<file path="src/include/mbx_defs.svh">
`ifndef MBX_DEFS_SVH
`define MBX_DEFS_SVH

// width of a full bus address on both ports
`define MBX_ADDR_WIDTH 8

// width of one mailbox word
`define MBX_DATA_WIDTH 16

// low address bits used as slot index
// four slots with the default of 2
`define MBX_IDX_BITS 2

// store write attempts before the write port gives up
// counts refusals, not bus cycles
`define MBX_RETRY_LIMIT 4

`endif

</file>
<file path="src/rtl/mbx_pkg.sv">
`include "mbx_defs.svh"

package mbx_pkg;

  // full bus address
  typedef logic [`MBX_ADDR_WIDTH-1:0] addr_t;

  // one stored word
  typedef logic [`MBX_DATA_WIDTH-1:0] data_t;

  // slot index, taken from the low address bits
  typedef logic [`MBX_IDX_BITS-1:0] idx_t;

  // high address bits kept per slot
  typedef logic [`MBX_ADDR_WIDTH-`MBX_IDX_BITS-1:0] tag_t;

  // outcome of one bus cycle
  // ack for a taken write or a hit read
  // err for a refused write or a missed read
  typedef enum logic {
    RESP_ACK = 1'b0,
    RESP_ERR = 1'b1
  } mbx_resp_e;

endpackage

</file>
<file path="src/rtl/mbx_write_port.sv">
`timescale 1ns/10ps
`include "mbx_defs.svh"

module mbx_write_port (
  input  logic               clk,
  input  logic               reset_n,
  // wishbone classic write slave
  input  logic               wr_cyc_i,
  input  logic               wr_stb_i,
  input  mbx_pkg::addr_t     wr_adr_i,
  input  mbx_pkg::data_t     wr_dat_i,
  output logic               wr_ack_o,
  output logic               wr_err_o,
  // write request toward the store
  output logic               st_wreq_o,
  output mbx_pkg::addr_t     st_waddr_o,
  output mbx_pkg::data_t     st_wdata_o,
  input  logic               st_wdone_i,
  input  logic               st_wrefuse_i
);

  // wide enough to hold the retry limit itself
  localparam int CNT_W = $clog2(`MBX_RETRY_LIMIT + 1);

  // fsm encoding
  localparam logic [1:0] S_IDLE    = 2'd0;
  localparam logic [1:0] S_ISSUE   = 2'd1;
  localparam logic [1:0] S_WAIT    = 2'd2;
  localparam logic [1:0] S_RESPOND = 2'd3;

  logic [1:0]         state_q;
  logic               stb_q;
  logic               start;
  logic               last_try;
  logic [CNT_W-1:0]   refuse_cnt_q;
  mbx_pkg::mbx_resp_e resp_q;
  mbx_pkg::addr_t     addr_q;
  mbx_pkg::data_t     data_q;

  // new bus cycle only on a rising strobe
  // a strobe still high after the response does not restart
  assign start = wr_cyc_i && wr_stb_i && !stb_q && (state_q == S_IDLE);

  // this refusal is the last one allowed
  assign last_try = (refuse_cnt_q == CNT_W'(`MBX_RETRY_LIMIT - 1));

  // strobe history for edge detection
  always_ff @(posedge clk or negedge reset_n) begin
    if (!reset_n) begin
      stb_q <= 1'b0;
    end else begin
      stb_q <= wr_cyc_i && wr_stb_i;
    end
  end

  // idle, issue, wait, respond
  always_ff @(posedge clk or negedge reset_n) begin
    if (!reset_n) begin
      state_q      <= S_IDLE;
      refuse_cnt_q <= '0;
      resp_q       <= mbx_pkg::RESP_ACK;
    end else begin
      case (state_q)
        S_IDLE: begin
          if (start) begin
            state_q      <= S_ISSUE;
            refuse_cnt_q <= '0;
          end
        end
        // request is out for exactly this cycle
        S_ISSUE: begin
          state_q <= S_WAIT;
        end
        // store answers one cycle after the request
        S_WAIT: begin
          if (st_wdone_i) begin
            resp_q  <= mbx_pkg::RESP_ACK;
            state_q <= S_RESPOND;
          end else if (st_wrefuse_i) begin
            if (last_try) begin
              resp_q  <= mbx_pkg::RESP_ERR;
              state_q <= S_RESPOND;
            end else begin
              // slot busy or read had priority, try again
              refuse_cnt_q <= refuse_cnt_q + 1'b1;
              state_q      <= S_ISSUE;
            end
          end
        end
        // single response pulse
        S_RESPOND: begin
          state_q <= S_IDLE;
        end
        default: begin
          state_q <= S_IDLE;
        end
      endcase
    end
  end

  // address and word held for all retries
  always_ff @(posedge clk) begin
    if (start) begin
      addr_q <= wr_adr_i;
      data_q <= wr_dat_i;
    end
  end

  assign st_wreq_o  = (state_q == S_ISSUE);
  assign st_waddr_o = addr_q;
  assign st_wdata_o = data_q;

  // outcome decides which pulse, never both
  assign wr_ack_o = (state_q == S_RESPOND) && (resp_q == mbx_pkg::RESP_ACK);
  assign wr_err_o = (state_q == S_RESPOND) && (resp_q == mbx_pkg::RESP_ERR);

endmodule

</file>
<file path="src/rtl/mbx_store.sv">
`timescale 1ns/10ps
`include "mbx_defs.svh"

module mbx_store (
  input  logic           clk,
  input  logic           reset_n,
  // write side
  input  logic           st_wreq_i,
  input  mbx_pkg::addr_t st_waddr_i,
  input  mbx_pkg::data_t st_wdata_i,
  output logic           st_wdone_o,
  output logic           st_wrefuse_o,
  // read side
  input  logic           st_rreq_i,
  input  mbx_pkg::addr_t st_raddr_i,
  output logic           st_rdone_o,
  output logic           st_rhit_o,
  output mbx_pkg::data_t st_rdata_o
);

  // one slot per index value
  localparam int NUM_SLOTS = 1 << `MBX_IDX_BITS;

  // slot payload
  mbx_pkg::data_t       mem_data [NUM_SLOTS];
  mbx_pkg::tag_t        mem_tag  [NUM_SLOTS];
  // slot control flags
  logic [NUM_SLOTS-1:0] valid_q;
  logic [NUM_SLOTS-1:0] read_q;

  mbx_pkg::idx_t        ridx;
  mbx_pkg::tag_t        rtag;
  mbx_pkg::idx_t        widx;
  mbx_pkg::tag_t        wtag;
  logic                 rhit;
  logic                 wtake;

  // split addresses into index and tag
  assign ridx = st_raddr_i[`MBX_IDX_BITS-1:0];
  assign rtag = st_raddr_i[`MBX_ADDR_WIDTH-1:`MBX_IDX_BITS];
  assign widx = st_waddr_i[`MBX_IDX_BITS-1:0];
  assign wtag = st_waddr_i[`MBX_ADDR_WIDTH-1:`MBX_IDX_BITS];

  // hit needs a valid slot and the same tag
  assign rhit = valid_q[ridx] && (mem_tag[ridx] == rtag);

  // write only over a word that was already read
  // a read in the same cycle wins
  assign wtake = st_wreq_i && read_q[widx] && !st_rreq_i;

  // slots start empty and writable
  always_ff @(posedge clk or negedge reset_n) begin
    if (!reset_n) begin
      valid_q <= '0;
      read_q  <= '1;
    end else begin
      // a miss leaves the read flag alone
      if (st_rreq_i && rhit) begin
        read_q[ridx] <= 1'b1;
      end
      // new word must be read before the next overwrite
      if (wtake) begin
        valid_q[widx] <= 1'b1;
        read_q[widx]  <= 1'b0;
      end
    end
  end

  // word and tag storage
  always_ff @(posedge clk) begin
    if (wtake) begin
      mem_data[widx] <= st_wdata_i;
      mem_tag[widx]  <= wtag;
    end
  end

  // result pulses, one cycle after each request
  always_ff @(posedge clk or negedge reset_n) begin
    if (!reset_n) begin
      st_rdone_o   <= 1'b0;
      st_rhit_o    <= 1'b0;
      st_wdone_o   <= 1'b0;
      st_wrefuse_o <= 1'b0;
    end else begin
      // reads always complete
      st_rdone_o   <= st_rreq_i;
      st_rhit_o    <= st_rreq_i && rhit;
      // exactly one of these per write request
      st_wdone_o   <= wtake;
      st_wrefuse_o <= st_wreq_i && !wtake;
    end
  end

  // read data, only meaningful with a hit
  always_ff @(posedge clk) begin
    if (st_rreq_i) begin
      st_rdata_o <= mem_data[ridx];
    end
  end

endmodule

</file>
<file path="src/rtl/mbx_read_port.sv">
`timescale 1ns/10ps
`include "mbx_defs.svh"

module mbx_read_port (
  input  logic           clk,
  input  logic           reset_n,
  // wishbone classic read slave
  input  logic           rd_cyc_i,
  input  logic           rd_stb_i,
  input  mbx_pkg::addr_t rd_adr_i,
  output mbx_pkg::data_t rd_dat_o,
  output logic           rd_ack_o,
  output logic           rd_err_o,
  // read request toward the store
  output logic           st_rreq_o,
  output mbx_pkg::addr_t st_raddr_o,
  input  logic           st_rdone_i,
  input  logic           st_rhit_i,
  input  mbx_pkg::data_t st_rdata_i
);

  logic               stb_q;
  logic               pending_q;
  logic               start;
  logic               rreq_q;
  logic               rsp_vld_q;
  mbx_pkg::mbx_resp_e resp_q;
  mbx_pkg::addr_t     addr_q;
  mbx_pkg::data_t     dat_q;

  // one store read per rising strobe
  assign start = rd_cyc_i && rd_stb_i && !stb_q && !pending_q;

  always_ff @(posedge clk or negedge reset_n) begin
    if (!reset_n) begin
      stb_q     <= 1'b0;
      pending_q <= 1'b0;
      rreq_q    <= 1'b0;
      rsp_vld_q <= 1'b0;
      resp_q    <= mbx_pkg::RESP_ACK;
    end else begin
      stb_q     <= rd_cyc_i && rd_stb_i;
      // issue cycle
      rreq_q    <= start;
      // response lasts a single cycle
      rsp_vld_q <= st_rdone_i;
      if (start) begin
        pending_q <= 1'b1;
      end else if (st_rdone_i) begin
        pending_q <= 1'b0;
      end
      // outcome from the store result
      if (st_rdone_i) begin
        resp_q <= st_rhit_i ? mbx_pkg::RESP_ACK : mbx_pkg::RESP_ERR;
      end
    end
  end

  // address held for the store cycle
  always_ff @(posedge clk) begin
    if (start) begin
      addr_q <= rd_adr_i;
    end
  end

  // bus data changes only on a hit
  always_ff @(posedge clk) begin
    if (st_rdone_i && st_rhit_i) begin
      dat_q <= st_rdata_i;
    end
  end

  assign st_rreq_o  = rreq_q;
  assign st_raddr_o = addr_q;
  assign rd_dat_o   = dat_q;

  // matching pulse for the held outcome
  assign rd_ack_o = rsp_vld_q && (resp_q == mbx_pkg::RESP_ACK);
  assign rd_err_o = rsp_vld_q && (resp_q == mbx_pkg::RESP_ERR);

endmodule

</file>
<file path="src/rtl/mbx_top.sv">
`timescale 1ns/10ps
`include "mbx_defs.svh"

module mbx_top (
  input  logic           clk,
  input  logic           reset_n,
  // write bus
  input  logic           wr_cyc_i,
  input  logic           wr_stb_i,
  input  mbx_pkg::addr_t wr_adr_i,
  input  mbx_pkg::data_t wr_dat_i,
  output logic           wr_ack_o,
  output logic           wr_err_o,
  // read bus
  input  logic           rd_cyc_i,
  input  logic           rd_stb_i,
  input  mbx_pkg::addr_t rd_adr_i,
  output mbx_pkg::data_t rd_dat_o,
  output logic           rd_ack_o,
  output logic           rd_err_o
);

  // write port to store
  logic           st_wreq;
  mbx_pkg::addr_t st_waddr;
  mbx_pkg::data_t st_wdata;
  logic           st_wdone;
  logic           st_wrefuse;

  // read port to store
  logic           st_rreq;
  mbx_pkg::addr_t st_raddr;
  logic           st_rdone;
  logic           st_rhit;
  mbx_pkg::data_t st_rdata;

  // producer side
  mbx_write_port u_write_port (
    .clk          (clk),
    .reset_n      (reset_n),
    .wr_cyc_i     (wr_cyc_i),
    .wr_stb_i     (wr_stb_i),
    .wr_adr_i     (wr_adr_i),
    .wr_dat_i     (wr_dat_i),
    .wr_ack_o     (wr_ack_o),
    .wr_err_o     (wr_err_o),
    .st_wreq_o    (st_wreq),
    .st_waddr_o   (st_waddr),
    .st_wdata_o   (st_wdata),
    .st_wdone_i   (st_wdone),
    .st_wrefuse_i (st_wrefuse)
  );

  // protected buffer
  mbx_store u_store (
    .clk          (clk),
    .reset_n      (reset_n),
    .st_wreq_i    (st_wreq),
    .st_waddr_i   (st_waddr),
    .st_wdata_i   (st_wdata),
    .st_wdone_o   (st_wdone),
    .st_wrefuse_o (st_wrefuse),
    .st_rreq_i    (st_rreq),
    .st_raddr_i   (st_raddr),
    .st_rdone_o   (st_rdone),
    .st_rhit_o    (st_rhit),
    .st_rdata_o   (st_rdata)
  );

  // consumer side
  mbx_read_port u_read_port (
    .clk        (clk),
    .reset_n    (reset_n),
    .rd_cyc_i   (rd_cyc_i),
    .rd_stb_i   (rd_stb_i),
    .rd_adr_i   (rd_adr_i),
    .rd_dat_o   (rd_dat_o),
    .rd_ack_o   (rd_ack_o),
    .rd_err_o   (rd_err_o),
    .st_rreq_o  (st_rreq),
    .st_raddr_o (st_raddr),
    .st_rdone_i (st_rdone),
    .st_rhit_i  (st_rhit),
    .st_rdata_i (st_rdata)
  );

endmodule

</file>
<file path="config.mk">
export PLATFORM = sky130hd
export DESIGN_NAME = mbx_top
export DESIGN_NICKNAME = d
export VERILOG_FILES = /design/src/rtl/mbx_pkg.sv /design/src/rtl/mbx_write_port.sv /design/src/rtl/mbx_store.sv /design/src/rtl/mbx_read_port.sv /design/src/rtl/mbx_top.sv
export VERILOG_INCLUDE_DIRS = /design/src /design/src/include
export SDC_FILE = /design/constraint.sdc
export NUM_CORES = 1
export LEC_CHECK = 0
export BUFFER_PORTS_ARGS = -buffer_cell sky130_fd_sc_hd__clkbuf_2
export CAP_MARGIN = 0
export CORE_ASPECT_RATIO = 1.5
export CORE_MARGIN = 3
export CORE_UTILIZATION = 55
export DETAILED_ROUTE_END_ITERATION = 16
export HOLD_SLACK_MARGIN = 0.12
export PLACE_DENSITY = 0.78
export SYNTH_ARGS = -nofsm -noshare
export SYNTH_HDL_FRONTEND = slang
export SYNTH_HIERARCHICAL = 1
export SYNTH_SLANG_ARGS = --single-unit
export TNS_END_PERCENT = 20
</file>
<file path="constraint.sdc">
create_clock -name clk -period 3.9 [get_ports clk]
set_input_delay 0.585 -clock clk [delete_from_list [all_inputs] [get_ports clk]]
set_output_delay 0.585 -clock clk [all_outputs]
set_load 0.02 [all_outputs]
</file>
After elaboration in Yosys (flattened, before gate mapping). Memory sizes are Yosys's and may differ from the RTL's. A register that Yosys moved wholly into a read port is not among the register bits. Index checks and enable logic that the tools add are counted.

Bits in registers: 72. Memory bits (writable): 88. Bits of input ports: 38. Output and inout bits: 20. Logic and storage cells: 102. Memories kept: 2.

Memories: u_store.mem_data (words 4, bits a word 16, rd ports 1, clocked after Yosys merged registers in 1, write ports 1, RTL line mbx_store.sv:25) `mbx_pkg::data_t mem_data [NUM_SLOTS];`; u_store.mem_tag (words 4, bits a word 6, rd ports 1, clocked after Yosys merged registers in 1, write ports 1, RTL line mbx_store.sv:26) `mbx_pkg::tag_t mem_tag [NUM_SLOTS];`.

Add/subtract/negate cells: 1. $lt $le $gt $ge: 4. Equal/unequal tests: 10. Multiplexer cells: 29. Bitwise gates (word level): 6. Reduce and logical (&&, ||, !) cells: 31.

Operator list (count): $logic_and A1 B1 Y1 (18); $mux W1 (12); $mux W3 (4); $mux W2 (5); $mux W4 (2); $or A4 B4 Y4 (2); $pmux W2 S4 (1); $reduce_bool A2 Y1 (4); $eq A6 B6 Y1 (1); $lt A2 B3 Y1 const B (2); $pmux W3 S2 (1); $logic_not A1 Y1 (5); $reduce_and A5 Y1 (1); $and A4 B4 Y4 (1); $bmux W1 S2 (2); $demux W1 S2 (2); $eq A2 B2 Y1 const B (2); $ge A2 B1 Y1 const B (2); $ne A2 B1 Y1 const B (2); $ne A2 B2 Y1 const B (2); $not A4 Y4 (1); $add A3 B1 Y3 const B (1); $eq A3 B2 Y1 const B (1); $ne A3 B1 Y1 const B (1); 5 further kinds (6).

Longest topological paths before layout. Gate-level depths: netlist (run 1).

Depth after elaboration: 8. Gate-level depth with buffers: 7. Depth with buffers taken out: 6.

Modules after synthesis. Netlist (run 1), hierarchy kept.

Modules (own cells, without submodules): mbx_store (instances 1, cells each 195, area each 4304.1 µm², seq. area each 3428.3 µm²); mbx_write_port (instances 1, cells each 56, area each 1066.0 µm², seq. area each 895.9 µm²); mbx_read_port (instances 1, cells each 39, area each 908.4 µm², seq. area each 845.8 µm²).

Least setup slack after synthesis (run 1). OpenSTA, ideal clock, no wires.

Kind: reg-to-reg. Start: reg u_read_port.rreq_q (netlist: u_read_port/st_rreq_o). End: reg u_store.read_q[0]. Setup time: 0.144 ns. Arrival time: 2.969 ns. Data required time: 3.756 ns. Setup slack: 0.787 ns. Stages on the path, launching flop included: 6. Buffers on the path: 0. Clock period less this slack: 3.113 ns. Cell sequence: dfrtp_1 > nor2b_1 > nand2_1 > nor3_1 > nand2b_1 > o41ai_2.

Word-level cells in the longest chain between the ends: 4. Elaborated cells between the ends (all ways): 6. Classes of those cells: mux (2); bitwise (1); reduce/logical (3).

RTL lines: from (decl) (RTL line mbx_read_port.sv:25) `logic rreq_q;`; from (signal assigned) (RTL line mbx_read_port.sv:44) `rreq_q <= start;`; $logic_and A1 B1 Y1 (RTL line mbx_store.sv:58) `if (st_rreq_i && rhit) begin`; $mux W4 (RTL line mbx_store.sv:58); $and A4 B4 Y4 (no source line); $mux W4 (*) (RTL line mbx_store.sv:62) `if (wtake) begin`; to (signal assigned) (RTL line mbx_store.sv:55) `read_q <= '1;`; to (signal, indexed assignment) (RTL line mbx_store.sv:59) `read_q[ridx] <= 1'b1;`; to (signal, indexed assignment) (RTL line mbx_store.sv:64) `read_q[widx] <= 1'b0;`; to (decl) (RTL line mbx_store.sv:29) `logic [NUM_SLOTS-1:0] read_q;`.

Every way passes the cells marked *; elsewhere a longest branch is shown, timed or not. A chain may end at the register's enable or synchronous reset.

Final worst setup path (run 1).
Start: reg u_read_port.addr_q[0] (netlist: u_read_port/st_raddr_o[0]). End: reg u_store.read_q[1].

Word-level cells in the longest chain between the ends: 8. Elaborated cells between the ends (all ways): 13. Classes of those cells: order compare (2); mux (6); bitwise (2); reduce/logical (3).

RTL lines: from (decl) (RTL line mbx_read_port.sv:28) `mbx_pkg::addr_t addr_q;`; from (signal assigned) (RTL line mbx_read_port.sv:62) `addr_q <= rd_adr_i;`; $lt A2 B3 Y1 (not written as such) / $ge A2 B1 Y1 (equally long branches) (RTL line mbx_store.sv:59); $logic_and A1 B1 Y1 (not written as such) (RTL line mbx_store.sv:59); $mux W1 (not written as such) (RTL line mbx_store.sv:59); $demux W1 S2; $or A4 B4 Y4 (no source line); $mux W4 (*) (RTL line mbx_store.sv:58); $and A4 B4 Y4 (no source line); $mux W4 (*) (RTL line mbx_store.sv:62).

Every way passes the cells marked *; elsewhere a longest branch is shown, timed or not. The select of a mux whose other input is x is not followed.

==> metrics.csv, run 1 <==
metric;value;unit
clk root buf;clkbuf_16;
nets;404;
first-pass GRT wire length;15500;µm
FF-to-FF Start;u_read_port/st_raddr_o[0];
post-DR vias/cell;5.40;
finished layout cell area;7340;µm²
# port buffers;57;
Clock Power Share;0.409;
Yosys reg bits;176;
logic gate share of total power;0.045;
Psw;812;µW
syn_area_per_cell;21.7;µm²
H-tree levels;4;
vias after detailed routing;2828;
drt drc;0;
hpwl dp;5950;µm
static leakage;2.67;nW
Final Skew;9.74;ps
setup repair bufs after CTS;0;
CTS tree;built;
reg-to-reg slack, setup;1090;ps
Initial Util;0.565;
critical path class;register to register;
outcome;completed;
antenna violations before repair;0;
Post-synth ARST share;0.136;
share of the yosys chip area belonging to registers;0.823;
total gr overflow;0;
fraction of layout cells with a size suffix above 1;0.340;
Ys Warns;6;
post_cts resized;0;
CTS clk-pin slew, worst paths;60;ps
Post-synth EDFFs;152;
HP Class;input pin to async pin;
setup TNS;0;ps
die area;12800;µm²
maxcap violations;0;
Worst EP required;4200;ps
critical path's largest stage delay;890;ps
Syn Nets;330;
# clock sinks;176;
Slew HR;0.293;
RSZ-0062 raised after global routing;no;
Final min period;2810;ps
kind of cell adding the most delay to the critical path;compound AO/OA/AOI/OAI gates;
Crit path buffers/inverters;1;
leading cell type in the layout, fill and taps excluded;edfxtp_1;
Slew Viols, Final;0;
crit path max fanout;15;
vias in the first global route;2910;
pin count of the biggest net entering global routing;31;
Die Span Y;137;µm
TritonCTS buffer count;17;
RR Endpoint;u_store/read_q[1];
Cell Rows;47;
ant diodes;0;
P&R area growth vs syn;16.9;%
crit path DAT;3110;ps
final setup fails;0;
CTS Buffer Depth;2;
critical-path cell list;buf_4, nor2_1, a222oi_1, o2111ai_1, a2111o_1, o41ai_2;
DR WL/cell;18.8;µm
clk_lat worst skew;410;ps
sw frac;0.201;
Total GRT Usage;0.171;
dominant synthesized flop cell;edfxtp_1;
final hold vios;0;
Worst R2R Path Depth;6;
worst slew pin tran;1060;ps
crit end category;register;
IO Count;58;
worst vdd ir;0.407;mV
post-synthesis cell count;290;
final wirelength;9860;µm
Crit-path slowest cell;edfxtp_1;
drt initial violations;191;
router iterations before antenna repair;5;
core area;11100;µm²
Seq pwr share;0.546;
PwrDens;551;nW/µm²
Routed Antenna Nets;0;
most frequent cells in the layout;152 x edfxtp_1, 57 x clkbuf_2, 20 x dfrtp_1;
CTS Hold Buffers Added;0;
cell area after placement;6750;µm²
Internal;3.23;mW
mapped cell area;6280;µm²
FMAX;0.356;GHz
Setup crit start kind;register;
GPL Wtd Cong;0.829;
count of unique library cells instantiated by Yosys;46;
period utilisation layout;0.720;
Die X;93.2;µm
fillcell total;688;
## registers in the layout (all words and copies together), names as in the netlist, 8 cells and up
signal	flops
u_write_port/st_wdata_o	16
u_read_port/st_raddr_o	8
u_store/st_rdata_o	16
u_store/mem_tag	24
u_read_port/rd_dat_o	16
u_store/mem_data	64
u_write_port/st_waddr_o	8
## routing by layer
layer,GRT usage,vias up,wire (µm)
met5,0,-,0
met1,0.196,1413,3610
met4,0.118,0,218
met3,0.0396,14,519
li1,-,1297,-
met2,0.283,104,5500
## power by group through the flow
stage | combinational, mW | clock [mW] | sequential (mW)
6_report | 0.182 | 1.65 | 2.21
5_1_grt | 0.205 | 1.76 | 2.22
3_3_place_gp | 0.177 | 0 | 2.24
2_1_floorplan | 0.134 | 0 | 2.22
3_5_place_dp | 0.184 | 0 | 2.25
4_1_cts | 0.186 | 1.68 | 2.21
## area by class of cell
type                    instances  area [µm²]  share of cell area
flip-flops and latches        176        5170               0.704
multi-input cells              97        1040               0.141
clock buffers                  18         429              0.0585
repair buffers                 61         315              0.0430
well taps                     147         184              0.0251
clock inverters                14         164              0.0223
inverters                      11        41.3             0.00563
## worst max-delay path by stage
| stage | end | slack (ps) | depth (start not counted) | from |
|---|---|---|---|---|
| after floorplan | u_store/read_q[0] | 790 | 5 | u_read_port/st_rreq_o |
| after global placement | u_store/read_q[1] | 1250 | 6 | u_read_port/st_raddr_o[0] |
| after detailed placement | u_store/read_q[1] | 1120 | 6 | u_read_port/st_raddr_o[0] |
| after CTS | u_store/read_q[1] | 1070 | 6 | u_read_port/st_raddr_o[0] |
| after global routing | u_store/read_q[1] | 880 | 6 | u_read_port/st_raddr_o[0] |
| final | u_store/read_q[1] | 1090 | 6 | u_read_port/st_raddr_o[0] |
## cells in the mapped netlist, types with 2 or more instances
cell | instances | area [µm²]
o21ai_0 | 3 | 15.0
nand2_1 | 11 | 41.3
buf_2 | 2 | 10.0
mux2_2 | 2 | 22.5
nand4_1 | 2 | 12.5
nand3_1 | 2 | 10.0
nand4b_1 | 2 | 17.5
and2_1 | 2 | 12.5
mux4_2 | 18 | 405
nand2b_1 | 7 | 43.8
mux2i_1 | 3 | 30.0
xnor2_1 | 4 | 35.0
dfrtp_1 | 20 | 500
clkbuf_1 | 2 | 7.51
nor2b_1 | 7 | 43.8
mux4_1 | 3 | 78.8
edfxtp_1 | 152 | 4560
dfstp_2 | 4 | 105
a211oi_1 | 2 | 15.0
o41ai_2 | 2 | 32.5
nor3_1 | 2 | 10.0
ha_1 | 2 | 25.0
inv_1 | 10 | 37.5
nor2_1 | 4 | 15.0
## per-stage QoR
stage               total power, mW  std cells   util  setup slack, ps  hold slack, ps
floorplan                      2.35        290      -              787             289
global placement               2.42        492  0.607             1250             402
detailed placement             2.43        492  0.607             1120             405
CTS                            4.08        524  0.660             1070             169
global route                   4.19        524  0.660              881             189
finish                         4.05        524  0.660             1090             157
## cells by family (layout without fill, tap and decap cells)
family | after synthesis | after routing | synth area share
AO/OA/AOI/OAI | 18 | 18 | 0.0251
XOR/XNOR | 4 | 4 | 0.00558
multiplexers | 26 | 26 | 0.0855
buffers and inverters | 17 | 104 | 0.0124
AND/OR/NAND/NOR | 47 | 47 | 0.0440
flip-flops | 176 | 176 | 0.823
adder cells (fa/ha/maj) | 2 | 2 | 0.00399
Power figures use the tool's default switching activity.
==> run 2, diff against run 1 <==
- clock period: 3.9 -> 2.7 ns (I/O delays scaled with it)
==> run 2 against run 1 <==
Combinational power is 56% higher. Hold slack got worse by 4.2 ps. Clock skew fell by 3.4 ps. Routed wire length grew 0.20%. First-iteration DRC count rose by 35%. Clock power up 47%. Fmax rose by 17%. Global-route usage grew 0.062 points. Critical path type unchanged. Largest cell class unchanged. Highest routed layer unchanged.
==> metrics.csv, run 2 (synthesized netlist as in run 1, its figures left out) <==
metric;value;unit;change
clk_lat worst skew;420;ps;was 410 ps
kind of cell adding the most delay to the critical path;compound AO/OA/AOI/OAI gates;;unchanged
total gr overflow;0;;unchanged
vias in the first global route;3021;;was 2910
CTS Buffer Depth;2;;unchanged
most frequent cells in the layout;152 x edfxtp_1, 57 x clkbuf_2, 20 x dfrtp_1;;unchanged
GPL Wtd Cong;0.825;;was 0.829
final hold vios;0;;unchanged
die area;12800;µm²;unchanged
Worst EP required;3020;ps;was 4200 ps
leading cell type in the layout, fill and taps excluded;edfxtp_1;;unchanged
Final Skew;6.29;ps;was 9.74 ps
worst slew pin tran;638;ps;was 1060 ps
router iterations before antenna repair;4;;was 5
FMAX;0.415;GHz;was 0.356 GHz
reg-to-reg slack, setup;290;ps;was 1090 ps
Routed Antenna Nets;0;;unchanged
biggest regs;u_store/mem_data (64), u_store/mem_tag (24);;unchanged
setup TNS;0;ps;unchanged
Crit path buffers/inverters;1;;unchanged
HP Class;input pin to register;;was input pin to async pin
fraction of layout cells with a size suffix above 1;0.348;;was 0.340
crit path DAT;2730;ps;was 3110 ps
critical path's largest stage delay;500;ps;was 890 ps
RSZ-0062 raised after global routing;no;;unchanged
antenna violations before repair;0;;unchanged
critical-path cell list;buf_4, nor2_1, a222oi_1, o2111ai_1, a2111o_1, o41ai_2;;unchanged
first-pass GRT wire length;15500;µm;about the same
final wirelength;9880;µm;was 9860 µm
Die X;93.2;µm;unchanged
IO Count;58;;unchanged
H-tree levels;4;;unchanged
hpwl dp;5970;µm;was 5950 µm
fillcell total;701;;was 688
Slew Viols, Final;0;;unchanged
# port buffers;57;;unchanged
core area;11100;µm²;unchanged
Crit-path slowest cell;a2111o_1;;was edfxtp_1
ant diodes;0;;unchanged
CTS clk-pin slew, worst paths;60;ps;about the same
# clock sinks;176;;unchanged
CTS tree;built;;unchanged
DR WL/cell;18.7;µm;was 18.8 µm
Largest Register;u_store/mem_data;;unchanged
crit path max fanout;21;;was 15
TritonCTS buffer count;17;;unchanged
Final min period;2410;ps;was 2810 ps
period utilisation layout;0.892;;was 0.720
worst vdd ir;0.565;mV;was 0.407 mV
drt initial violations;258;;was 191
maxcap violations;0;;unchanged
max FFs per register;64;;unchanged
outcome;completed;;unchanged
pin count of the biggest net entering global routing;31;;unchanged
static leakage;2.70;nW;was 2.67 nW
Initial Util;0.565;;unchanged
PwrDens;794;nW/µm²;was 551 nW/µm²
vias after detailed routing;2866;;was 2828
nets;410;;was 404
Fin Hold WS;153;ps;was 157 ps
crit end category;register;;unchanged
post-DR vias/cell;5.42;;was 5.40
critical path class;register to register;;unchanged
drt drc;0;;unchanged
Setup crit start kind;register;;unchanged
Slew HR;0.575;;was 0.293
Cell Rows;47;;unchanged
Die Span Y;137;µm;unchanged
clk root buf;clkbuf_16;;unchanged
Total GRT Usage;0.172;;was 0.171
P&R area growth vs syn;17.9;%;was 16.9%
final setup fails;0;;unchanged
setup repair bufs after CTS;0;;unchanged
-- run 2: area by class of cell --
cell class / instances / area (µm²) / area share
Clock buffer: 18 / 429 / 0.0580
Clock inverter: 13 / 163 / 0.0220
Inverter: 11 / 41.3 / 0.00558
Multi-Input combinational cell: 97 / 1040 / 0.141
Sequential cell: 176 / 5170 / 0.698
Tap cell: 147 / 184 / 0.0248
Timing Repair Buffer: 67 / 375 / 0.0507
-- run 2: power breakdown --
group	leakage (nW)	switching (mW)	internal, mW
sequential	1.68	0.0801	3.09
clock	0.285	0.967	1.45
combinational	0.735	0.156	0.129
total	2.70	1.20	4.67
-- run 2: worst reg2reg max path: stages, from the launching register on --
cell	delay (ps)
edfxtp_1	490
buf_4	420
nor2_1	100
a222oi_1	300
o2111ai_1	190
a2111o_1	500
o41ai_2	320
-- run 2: metal layers --
| metal | wire [µm] | track usage |
|---|---|---|
| met1 | 3720 | 0.194 |
| met2 | 5360 | 0.287 |
| met3 | 484 | 0.0600 |
| met4 | 317 | 0.0880 |
| met5 | 0 | 0 |
-- run 2: repair_timing --
action	in CTS	in global routing
resized for setup	0	0
hold buffers	1	0
endpoints found under the hold margin	20	0
-- run 2: final timing paths --
path	from	to	cells past startpoint
max reg2reg	u_read_port/st_raddr_o[0]	u_store/read_q[1]	6
min in group asynchronous	reset_n	u_write_port/refuse_cnt_q[2]	2
max in group asynchronous	reset_n	u_write_port/stb_q	2
max	u_read_port/st_raddr_o[0]	u_store/read_q[1]	6
min	wr_dat_i[6]	u_write_port/st_wdata_o[6]	1
min reg2reg	u_store/st_rdata_o[6]	u_read_port/rd_dat_o[6]	0
-- run 2: stage by stage --
stage	area, µm²	worst slack, ps	util	power (mW)	instances
floorplan	6280	362	-	3.40	290
global placement	6800	440	0.612	3.49	497
detailed placement	6800	321	0.612	3.52	497
CTS	7400	265	0.666	5.92	529
global route	7400	42.5	0.666	6.08	529
finish	7400	292	0.666	5.88	529
